**src/synth_cfg.svh**
```systemverilog
`ifndef SYNTH_CFG_SVH
`define SYNTH_CFG_SVH

// Voice layout of the operator core
`define NUM_VOICES 32
`define OPS_PER_VOICE 4
`define NUM_VOICE_OPERATORS 128

// Bit range of a voice-operator id, voice in the upper bits and operator in the lower
`define VOICE_OPERATOR_ID [6:0]

// Phase accumulators wrap at this width, which sets the frequency resolution
`define PHASE_WIDTH 16

// Upper phase bits used to index the sine table, 1024 entries
`define SINE_INDEX_WIDTH 10

// Signed operator sample and unsigned operator level
`define SAMPLE_WIDTH 16
`define LEVEL_WIDTH 8

// Four 16-bit samples need two extra bits of headroom
`define MIX_WIDTH 18

// Register address, two bits of target space above the voice-operator index
`define CFG_ADDR_WIDTH 9

`endif

```
**src/synth_pkg.sv**
```systemverilog
`include "synth_cfg.svh"

package synth_pkg;

    // Voice-operator id, voice in bits 6..2 and operator in bits 1..0
    typedef logic `VOICE_OPERATOR_ID voice_operator_t;

    // Voice id, one of 32
    typedef logic [$clog2(`NUM_VOICES)-1:0] voice_t;

    // Unsigned phase, wraps around once per waveform period
    typedef logic [`PHASE_WIDTH-1:0] phase_t;

    // Signed operator sample straight out of the waveform stage
    typedef logic signed [`SAMPLE_WIDTH-1:0] sample_t;

    // Unsigned level, 255 is just under full scale
    typedef logic [`LEVEL_WIDTH-1:0] level_t;

    // Signed sum of the four operators of one voice
    typedef logic signed [`MIX_WIDTH-1:0] mix_t;

    // Drops the operator bits and keeps the voice part of an id
    function automatic voice_t get_voice_id(input voice_operator_t voice_operator);
        return voice_t'(voice_operator >> $clog2(`OPS_PER_VOICE));
    endfunction

endpackage

```
**src/config_write_decoder.sv**
```systemverilog
`timescale 1ns/100ps

`include "synth_cfg.svh"

module config_write_decoder (
    input logic i_Clock,
    input logic i_arst_n,

    input logic i_ConfigWrite,
    input logic [`CFG_ADDR_WIDTH-1:0] i_ConfigAddr,
    input logic [15:0] i_ConfigData,

    output logic o_PhaseStepWriteEnable,
    output logic o_LevelWriteEnable,
    output logic [1:0] o_NoteOnWriteEnable,
    output synth_pkg::voice_operator_t o_ConfigWriteAddr,
    output logic [15:0] o_ConfigWriteData
);

// Target space sits in the two top address bits
logic [1:0] w_AddrSpace;
logic w_NoteOnSelectHigh;

assign w_AddrSpace = i_ConfigAddr[`CFG_ADDR_WIDTH-1 -: 2];

// For the note-on space bit 0 picks the upper half of the 32 bits
assign w_NoteOnSelectHigh = i_ConfigAddr[0];

// ------------------------------------------------------------
// Write register, one clock between the strobe and the stages
// ------------------------------------------------------------
always_ff @(posedge i_Clock) begin
    o_PhaseStepWriteEnable <= i_ConfigWrite && (w_AddrSpace == 2'b00);
    o_LevelWriteEnable <= i_ConfigWrite && (w_AddrSpace == 2'b01);

    // Space 11 falls through every compare and raises nothing
    o_NoteOnWriteEnable[1] <= i_ConfigWrite && (w_AddrSpace == 2'b10) && w_NoteOnSelectHigh;
    o_NoteOnWriteEnable[0] <= i_ConfigWrite && (w_AddrSpace == 2'b10) && !w_NoteOnSelectHigh;

    // Memory index is the low voice-operator field of the address
    o_ConfigWriteAddr <= synth_pkg::voice_operator_t'(i_ConfigAddr);
    o_ConfigWriteData <= i_ConfigData;
end

// A single write may only land in one memory of one stage
a_one_target : assert property (
    @(posedge i_Clock) disable iff (!i_arst_n)
    $onehot0({o_PhaseStepWriteEnable, o_LevelWriteEnable, o_NoteOnWriteEnable})
);

endmodule

```
**config.mk**
```make
export PLATFORM = sky130hd
export DESIGN_NAME = config_write_decoder
export DESIGN_NICKNAME = d
export VERILOG_FILES = /design/src/synth_pkg.sv /design/src/config_write_decoder.sv
export VERILOG_INCLUDE_DIRS = /design/src
export SDC_FILE = /design/constraint.sdc
export NUM_CORES = 1
export LEC_CHECK = 0
export BUFFER_PORTS_ARGS = -buffer_cell sky130_fd_sc_hd__buf_2
export CAP_MARGIN = 20
export CORE_MARGIN = 2
export CORE_UTILIZATION = 36
export DETAILED_ROUTE_END_ITERATION = 6
export PLACE_DENSITY_LB_ADDON = 0.3
export SYNTH_ARGS = -nofsm -noshare
export SYNTH_HDL_FRONTEND = slang
export SYNTH_SLANG_ARGS = --single-unit
```
**constraint.sdc**
```tcl
create_clock -name i_Clock -period 1.4 [get_ports i_Clock]
set_clock_uncertainty 0.1 [all_clocks]
set_input_delay 0.14 -clock i_Clock [delete_from_list [all_inputs] [get_ports i_Clock]]
set_output_delay 0.14 -clock i_Clock [all_outputs]
set_load 0.03 [all_outputs]
```
# Yosys cells after proc, flatten, opt, wreduce, memory -nomap -nowiden
# Cells that the tools add are included.
dict set report totals {
  regBits 27
  wordCells 14
  output_inout_bits 27
}
dict set report classes {
  reduce_logical 7
  eq_ne 2
}
# operator count
set op_table {}
lappend op_table {{1-bit logical AND} 5}
lappend op_table {{2-bit by 1-bit equality test with 1-bit output, second input constant} 1}
lappend op_table {{2-bit equality test, second input constant} 1}
lappend op_table {{2-bit logical NOT} 1}
lappend op_table {{1-bit logical NOT} 1}

# Depth between registers and ports, before layout
# Gate-level depths: netlist of the first run.
dict set report logic_depth {
  ltp_word 3
  mapped_depth 1
  mapped_depth_nobuf 1
}

# Least setup slack after synthesis of the first run
# No wires, ideal clock.
dict set report synth_timing {
  kind {reg-to-output}
  startpoint {reg o_ConfigWriteAddr[0] (netlist bit)}
  endpoint {out o_ConfigWriteAddr[0] (netlist bit)}
  path_slack_ps 701
  stages_incl_launch_ff 1
  path_buffers 0
  required_ps 1160
  arrival_time_ps 459
  cell_sequence {dfxtp_1}
}
# element line
set synth_lines {}
lappend synth_lines {{start, declared} config_write_decoder.sv:16} ;# output synth_pkg::voice_operator_t o_ConfigWriteAddr,
lappend synth_lines {{start signal, assigned} config_write_decoder.sv:41} ;# o_ConfigWriteAddr <= synth_pkg::voice_operator_t'(i_ConfigAddr);
# No word-level cell between the ends.

# Final worst setup path of the first run
dict set report layout_timing {
  startpoint {in i_ConfigAddr[7]}
  endpoint {reg o_PhaseStepWriteEnable}
}
dict set report layout_between {
  elab_chain_cells 2
}
# element line
set layout_rtl {}
lappend layout_rtl {{start, declared} config_write_decoder.sv:10} ;# input logic [`CFG_ADDR_WIDTH-1:0] i_ConfigAddr,
lappend layout_rtl {{2-bit logical NOT} config_write_decoder.sv:33} ;# o_PhaseStepWriteEnable <= i_ConfigWrite && (w_AddrSpace == 2'b00);
lappend layout_rtl {{1-bit logical AND} config_write_decoder.sv:33}
lappend layout_rtl {{end signal, assigned} config_write_decoder.sv:33}
lappend layout_rtl {{end, declared} config_write_decoder.sv:13} ;# output logic o_PhaseStepWriteEnable,
# Every way passes these cells.

==> qor.yml, run 1 <==
outcome: "completed"
cts_sinks: 27
max_clock_freq_mhz: 746
tightest_slew_ps: 168
rsz0062_at_grt: "false"
final.setup.worst_slack_ps: 60.2
wl_per_cell_um: 10.5
hpwlAfterDp_um: 816
final_common_cell: "buf_2"
hold_class: "input port to flop"
startpoint_type: "input port"
whs_path_depth: 2
cts.clk_slew.worst_paths_ps: 130
clockRootBuffer: "clkbuf_4"
synthSimpleGateAreaFrac_pct: 7.10
dieArea_um2: 1950
drtIter0Drc: 6
die_h_um: 44.2
vias: 534
synthToLayoutAreaGrowth_pct: 97.4
finish.utilization_pct: 76.2
grt_pass1_wl_mm: 2.07
cts_buffers: 3
yosysWarnings: 0
synthXorXnorAreaFrac_pct: 0
leakagePower_nw: 0.581
gp_congestion: 0.608
multi_input_area_um2: 46.3
antenna_found_initial: 0
holdCritStartpoint: "i_ConfigWrite"
seq_area_um2: 541
track_usage_pct: 15.0
synth.distinct_cells: 5
layout.nets: 142
yosysSeqAreaShare_pct: 92.9
synth_cells: 31
layout.cells.most_common_list: "buf_2 (53), dfxtp_1 (27), dlygate4sd3_1 (25), clkbuf_4 (3)"
max-clock-path-buffers: 2
finalWirelength_mm: 1.36
whs_ps: 18.6
crit_arrival_ps: 1500
cp.required_ps: 1560
post_synth_mux_area_share_pct: 0
die_x_um: 44.2
layout_min_cycle_time_ps: 1340
cts_tree: "built"
placedCellCount: 100
cts_htree_levels: 1
fill_cells: 110
final_cells: 129
postCtsSetupBuffers: 0
endpoint_kind: "flop"
synth_nets: 59
final_hold_viol_count: 0
finalSetupViolations: 0
synth_area_um2: 582
rows: 14
postSynthAreaPerCell_um2: 18.8
synthAdderAreaFrac_pct: 0
tns_ps: 0
max-vdd-ir-drop_mv: 0.843
grt_start_max_net_pins: 15
timing.final.crit_share_pct: 95.7
ant_nets: 0
grt_pass1_vias: 538
drive_gt1_share_pct: 53.1
maxSlewHeadroom_pct: 88.9
core_um2: 1510
dp_slack_ps: 675
io_pins: 55
diodes: 0
drc: 0
drv_cap: 0
synth_compound_area_share_pct: 0
powerDensity_nw_per_um2: 1160
initial_core_util_pct: 38.6
path_class: "input port to flop"
drv_slew: 0
firstDrtPassIters: 2
ys_ff_latch: 27
via_per_inst: 4.14
critical_path.max_fanout: 4
grt-ovfl-total: 0
synth_top_family_by_area: "simple AND/OR/NAND/NOR gates"
whs_endpoint: "o_LevelWriteEnable"
io_buffers: 53
through the flow:
stage	total power, W	area [µm²]
global route	0.00140	1150
finish	0.00133	1150
global placement	0.000989	867
floorplan	0.000919	582
CTS	0.00135	1140
detailed placement	0.000991	867
per-layer routing:
layer	vias to the layer above	global-route usage [%]	wire length (µm)
li1	264	-	-
met1	243	13.3	418
met2	27	31.2	841
met3	0	3.67	101
met4	0	5.45	0
met5	-	0	0
worst max path at each step:
stage	from	end	cells after the start
floorplan	o_ConfigWriteAddr[0]	o_ConfigWriteAddr[0]	0
global placement	o_ConfigWriteData[8]	o_ConfigWriteData[8]	1
detailed placement	o_ConfigWriteData[2]	o_ConfigWriteData[2]	1
CTS	i_ConfigAddr[7]	o_PhaseStepWriteEnable	4
global route	i_ConfigAddr[7]	o_PhaseStepWriteEnable	4
finish	i_ConfigAddr[7]	o_PhaseStepWriteEnable	4
area by class of cell:
class	instances	share of cell area [%]
sequential	27	47.1
timing repair buffer	78	44.9
multi-input combinational	4	4.03
clock buffer	4	2.29
tap	16	1.74
synth_stat cells:
cell | number | share of area [%]
and4bb_2 | 1 | 2.2
dfxtp_1 | 27 | 93
nor3b_1 | 1 | 1.3
and4b_2 | 1 | 1.9
and3b_2 | 1 | 1.7
worst max-delay path: stages:
cell and delay [ps]:
dlygate4sd3_1 530, buf_2 140, nor3b_2 130, dlygate4sd3_1 560
state kept, by name, indices dropped and copies added, names as in the netlist:
| name | count |
|---|---|
| o_NoteOnWriteEnable | 2 |
| o_PhaseStepWriteEnable | 1 |
| o_ConfigWriteAddr | 7 |
| o_LevelWriteEnable | 1 |
| o_ConfigWriteData | 16 |
timing repair:
| action | CTS | global route |
|---|---|---|
| resized for setup | 0 | 1 |
| endpoints found under the setup margin | 0 | 1 |
| hold buffers | 25 | 0 |
| endpoints found under the hold margin | 24 | 0 |
cells by family (layout without fill, tap and decap cells):
kind of cell | count (synthesis) | after routing
DFF | 27 | 27
and+or+nand+nor | 4 | 4
buffers and inverters | 0 | 82
power by group:
group          total (W)  internal [W]  leakage, nW  switching (W)
combinational   0.000214     0.0000998        0.339       0.000114
clock           0.000305      0.000111       0.0150       0.000194
sequential      0.000816      0.000807        0.227     0.00000852
Note: power is estimated with default switching activity, not from simulation.
==> run 2: changes to the inputs <==
--- a/config.mk
+++ b/config.mk
@@ -6,12 +6,14 @@
 export SDC_FILE = /design/constraint.sdc
 export NUM_CORES = 1
 export LEC_CHECK = 0
+export ABC_AREA = 1
 export BUFFER_PORTS_ARGS = -buffer_cell sky130_fd_sc_hd__buf_2
 export CAP_MARGIN = 20
 export CORE_MARGIN = 2
 export CORE_UTILIZATION = 36
 export DETAILED_ROUTE_END_ITERATION = 6
-export PLACE_DENSITY_LB_ADDON = 0.3
+export PLACE_DENSITY_LB_ADDON = 0.08
+export SKIP_LAST_GASP = 1
 export SYNTH_ARGS = -nofsm -noshare
 export SYNTH_HDL_FRONTEND = slang
 export SYNTH_SLANG_ARGS = --single-unit
==> run 2 against run 1 <==
  * Worst hold slack better by 330 ps
  * Area after synthesis down 0.22%
  * Sequential share of layout area down 0.41 points
  * Sequential power about the same
  * Global-route usage about the same
  * Cell count up 4.7%
  * Non-clock buffer count up 1
  * Via count down 1.5%
  * Utilization up 0.66 points
  * Sequential cell count unchanged
  * Clock power up 3%
  * First-iteration DRC count down 100%
==> qor.yml, run 2 <==
rows: 14  # unchanged
gp_congestion: 0.605  # -0.49%
met1_usage_pct: 12.4  # -0.91 points
maxSlewHeadroom_pct: 89.4  # +0.51 points
cts_buffers: 3  # unchanged
top_regs: "o_ConfigWriteData: 16 flops, o_ConfigWriteAddr: 7 flops, o_NoteOnWriteEnable: 2 flops"
yosysWarnings: 0  # unchanged
path_class: "flop to output pin"
crit_arrival_ps: 830  # -670 ps
max-clock-path-buffers: 2  # unchanged
drive_gt1_share_pct: 51.3  # -1.8 points
use_met2_pct: 32.1  # +0.88 points
firstDrtPassIters: 1  # -1
drc: 0  # unchanged
synth.distinct_cells: 6  # +1
layout.cells.most_common_list: "buf_2 (53), dfxtp_1 (27), dlygate4sd3_1 (26), clkbuf_4 (3)"
tightest_slew_ps: 161  # -7.65 ps
leakagePower_nw: 0.594  # +2.2%
synth_cells: 36  # +16%
wl_per_cell_um: 10.7  # +1.6%
grt_pass1_vias: 542  # +0.74%
cts_htree_levels: 1  # unchanged
grt_pass1_wl_mm: 2.12  # +2.3%
critical_path.max_fanout: 1  # -3
seq_area_um2: 541  # unchanged
grt-ovfl-total: 0  # unchanged
layout.nets: 148  # +4.2%
final_hold_viol_count: 0  # unchanged
cpMaxStageDelayCell: "dfxtp_1"
initial_core_util_pct: 38.5  # -0.083 points
cts.clk_slew.worst_paths_ps: 140  # about the same
dp_slack_ps: 683  # +7.70 ps
critPathBufInv: 1  # -2
timing.final.crit_share_pct: 76.5  # -19 points
ys_ff_latch: 27  # unchanged
whs_ps: 348  # +330 ps
track_usage_pct: 14.9  # -0.034 points
tns_ps: 0  # unchanged
cp_cell_sequence: "buf_2"
yosys.area.top_type: "dfxtp_1"
dieArea_um2: 1950  # -0.20%
final.setup.worst_slack_ps: 329  # +269 ps
outcome: "completed"
yosysMostFrequentCell: "dfxtp_1"
critPathTopFamily: "flip-flops"
postSynthAreaPerCell_um2: 16.1  # -14%
die_h_um: 44.2  # -0.10%
postCtsSetupBuffers: 0  # unchanged
max-vdd-ir-drop_mv: 0.742  # -12%
async_flop_share_pct: 0  # unchanged
synth_area_um2: 581  # -0.22%
synth_area_leaders: "dfxtp_1 (93%), nor2_1 (2.6%), nand3_2 (1.7%), inv_1 (1.3%), inv_2 (0.65%)"
grtUsageMet3_pct: 3.67  # unchanged
ys_top_cells_by_count: "dfxtp_1 (27), nor2_1 (4), inv_1 (2)"
diodes: 0  # unchanged
clockRootBuffer: "clkbuf_4"
max_clock_freq_mhz: 934  # +25%
io_pins: 55  # unchanged
slowest_delay_ps: 340  # -220 ps
cp.required_ps: 1160  # -400 ps
yosysSeqAreaShare_pct: 93.1  # +0.20 points
antenna_found_initial: 0  # unchanged
drtIter0Drc: 0  # -6
cts_sinks: 27  # unchanged
drv_slew: 0  # unchanged
layout_min_cycle_time_ps: 1070  # -269 ps
cts_tree: "built"
via_per_inst: 3.90  # -5.9%
finalWirelength_mm: 1.45  # +6.3%
endpoint_kind: "output pin"
hold_class: "input port to flop"
rsz0062_at_grt: "false"
synthFlopType: "dfxtp_1"
hpwlAfterDp_um: 793  # -2.8%
synth_edf_count: 0  # unchanged
startpoint_type: "flop"
grt_start_max_net_pins: 16  # +1
powerDensity_nw_per_um2: 1160  # +0.11%
top_usage_layer: "met2"
finalSetupViolations: 0  # unchanged
drv_cap: 0  # unchanged
fill_cells: 112  # +1.8%
synth_nets: 64  # +8.5%
largest_reg_flops: 16  # unchanged
ant_nets: 0  # unchanged
synth_top_area_share_pct: 93.1  # +0.20 points
top_register: "o_ConfigWriteData"
final_common_cell: "buf_2"
vias: 526  # -1.5%
multi_input_area_um2: 33.8  # -27%
io_buffers: 53  # unchanged
synthToLayoutAreaGrowth_pct: 99.6
die_x_um: 44.2  # -0.10%
core_um2: 1510  # unchanged
## run 2: worst paths after layout
kind / start / endpoint / slack [ps] / cells past startpoint
max: o_ConfigWriteAddr[5] / o_ConfigWriteAddr[5] / 330 / 1
min: i_ConfigData[9] / o_ConfigWriteData[9] / 350 / 2
## run 2: kinds of logic (layout without fill, tap and decap cells)
| kind of cell | Yosys count | count (layout) | synth area share, % |
|---|---|---|---|
| simple gates | 6 | 6 | 4.96 |
| buf+inv | 3 | 86 | 1.94 |
| flops | 27 | 27 | 93.1 |
## run 2: metal layers
metal | vias to the layer above | wire, µm
met5 | - | 0
met4 | 0 | 0
met3 | 0 | 135
met2 | 29 | 849
met1 | 225 | 461
li1 | 272 | -
## run 2: where the power goes
group / internal, W / switching [W]
clock: 0.000106 / 0.000207
combinational: 0.000101 / 0.000119
sequential: 0.000807 / 0.00000717
total: 0.00101 / 0.000333
## run 2: what timing repair did
action | in CTS | in global routing
setup endpoints to repair | 0 | 2
gates resized for setup | 0 | 2
hold endpoints to repair | 27 | 0
hold buffers | 28 | 0
## run 2: cell type report
| cell class | count | share of cell area (%) |
|---|---|---|
| inverters | 3 | 0.972 |
| multi-input cells | 6 | 2.92 |
| flip-flops and latches | 27 | 46.7 |
| clock inverters | 1 | 0.432 |
| repair buffers | 79 | 45.4 |
| clock buffers | 3 | 1.94 |
| well taps | 16 | 1.73 |
## run 2: metrics by stage
stage / area [µm²] / util, % / cells / power, W
6_report: 1160 / 76.9 / 135 / 0.00135
5_1_grt: 1160 / 76.9 / 135 / 0.00140
4_1_cts: 1170 / 77.9 / 137 / 0.00136
3_5_place_dp: 866 / 57.5 / 105 / 0.000992
3_3_place_gp: 866 / 57.5 / 105 / 0.000990
2_1_floorplan: 581 / - / 36 / 0.000920
==> run 3: changes to the inputs <==
--- a/config.mk
+++ b/config.mk
@@ -10,7 +10,7 @@
 export BUFFER_PORTS_ARGS = -buffer_cell sky130_fd_sc_hd__buf_2
 export CAP_MARGIN = 20
 export CORE_MARGIN = 2
-export CORE_UTILIZATION = 36
+export CORE_UTILIZATION = 33
 export DETAILED_ROUTE_END_ITERATION = 6
 export PLACE_DENSITY_LB_ADDON = 0.08
 export SKIP_LAST_GASP = 1
==> constraint.sdc (replaced) <==
create_clock -name i_Clock -period 1 [get_ports i_Clock]
set_clock_uncertainty 0.1 [all_clocks]
set_input_delay 0.1 -clock i_Clock [delete_from_list [all_inputs] [get_ports i_Clock]]
set_output_delay 0.1 -clock i_Clock [all_outputs]
set_load 0.03 [all_outputs]
==> run 3 against run 2 <==
  * The run now ends with setup timing left
  * Power up 47%
  * Sequential cell count unchanged
  * Design area up 17%
==> qor.yml, run 3 (synthesized netlist as in run 2, its figures left out) <==
leakagePower_nw: 0.649  # +9.2%
drc: 0  # unchanged
firstDrtPassIters: 4  # +3
hpwlAfterDp_um: 778  # -1.8%
seq_area_um2: 573  # +6.0%
cts.clk_slew.worst_paths_ps: 140  # about the same
cts_htree_levels: 1  # unchanged
endpoint_kind: "output pin"
drv_slew: 0  # unchanged
cts_tree: "built"
critPathTopFamily: "flip-flops"
cp.required_ps: 800  # -360 ps
finalSetupViolations: 2  # +2
crit_arrival_ps: 810  # -20 ps
final.setup.worst_slack_ps: -9.80  # -339 ps
grt_pass1_wl_mm: 2.31  # +9.1%
fill_cells: 115  # +2.7%
layout.nets: 148  # unchanged
die_h_um: 45.9  # +4.1%
top_register: "o_ConfigWriteData"
whs_ps: 310  # -38.6 ps
largest_reg_flops: 16  # unchanged
layout_min_cycle_time_ps: 1010
outcome: "finished with violations"
multi_input_area_um2: 28.8  # -15%
critPathBufInv: 1  # unchanged
cp_cell_sequence: "buf_6"
initial_core_util_pct: 34.4  # -4.2 points
path_class: "flop to output pin"
hold_class: "input port to flop"
drv_cap: 0  # unchanged
max-vdd-ir-drop_mv: 1.07  # +44%
antenna_found_initial: 0  # unchanged
core_um2: 1690  # +12%
die_x_um: 45.9  # +4.1%
final_common_cell: "buf_6"
rsz0062_at_grt: "true"
final_cells: 136  # +0.74%
synthToLayoutAreaGrowth_pct: 134
ant_nets: 0  # unchanged
cts_buffers: 3  # unchanged
grt_start_max_net_pins: 16  # unchanged
max-clock-path-buffers: 2  # unchanged
postCtsSetupBuffers: 0  # unchanged
rows: 15  # +1
wl_per_cell_um: 12.2  # +14%
critical_path.max_fanout: 1  # unchanged
vias: 552  # +4.9%
drtIter0Drc: 5  # +5
timing.final.crit_share_pct: 101
powerDensity_nw_per_um2: 1460  # +25%
cts_sinks: 27  # unchanged
startpoint_type: "flop"
drive_gt1_share_pct: 71.4  # +20 points
track_usage_pct: 16.5  # +1.5 points
top_regs: "o_ConfigWriteData: 16 flops, o_ConfigWriteAddr: 7 flops, o_NoteOnWriteEnable: 2 flops"
final_hold_viol_count: 0  # unchanged
tightest_slew_ps: 137  # -23.3 ps
grt-ovfl-total: 0  # unchanged
max_clock_freq_mhz: 990
maxSlewHeadroom_pct: 90.9  # +1.5 points
grt_pass1_vias: 527  # -2.8%
io_buffers: 53  # unchanged
slowest_delay_ps: 360  # +20 ps
cpMaxStageDelayCell: "dfxtp_2"
finalWirelength_mm: 1.66  # +15%
gp_congestion: 0.574  # -5.2%
placedCellCount: 106  # +0.95%
diodes: 0  # unchanged
io_pins: 55  # unchanged
via_per_inst: 4.06  # +4.2%
dieArea_um2: 2110  # +8.3%
clockRootBuffer: "clkbuf_4"
layout.cells.most_common_list: "buf_6 (27), dlygate4sd3_1 (26), buf_2 (26), dfxtp_2 (26), nor2_1 (4)"
tns_ps: -15.4  # -15.4 ps
finish.utilization_pct: 80.3  # +3.4 points
violations: "setup timing"
-- run 3: cell counts in the layout (fill, tap and decap cells not counted) --
Identical to the previous run, type by type.
-- run 3: layer usage --
metal,track usage (%),vias to the layer above,part of all wire [%]
met4,8.57,0,2.4
met3,3.97,4,6.7
met5,0,-,0
li1,-,272,-
met2,32.5,28,64
met1,14.8,248,27
-- run 3: stage by stage --
step	worst slack [ps]	area, µm²	total power (W)
floorplan	341	581	0.00129
global placement	327	867	0.00139
detailed placement	309	867	0.00139
CTS	-28.6	1320	0.00198
global route	-65.2	1360	0.00208
finish	-9.80	1360	0.00197
-- run 3: layout make-up --
cell class                      count  share of cell area [%]
Inverter                            3                   0.830
Clock inverter                      1                   0.369
Multi-Input combinational cell      6                    2.12
Clock buffer                        3                    1.66
Tap cell                           17                    1.57
Sequential cell                    27                    42.3
Timing Repair Buffer               79                    51.2
-- run 3: path summary, 6_finish.rpt --
path | from | endpoint | slack (ps) | depth (start not counted)
max | o_ConfigWriteAddr[4] | o_ConfigWriteAddr[4] | -10 | 1
min | i_ConfigAddr[1] | o_ConfigWriteAddr[1] | 310 | 2
-- run 3: where the power goes --
group          leakage (nW)  switching [W]  total [W]  internal [W]
Sequential            0.229      0.0000260    0.00117       0.00114
Clock                0.0177       0.000287   0.000436      0.000149
Combinational         0.402       0.000168   0.000372      0.000204
Total                 0.649       0.000481    0.00197       0.00149
-- run 3: what timing repair did --
action | in CTS | in global routing
hold buffers | 26 | 0
cloned | 0 | 0
endpoints found under the setup margin | 27 | 27
hold endpoints to repair | 27 | 0
resized for setup | 63 | 17
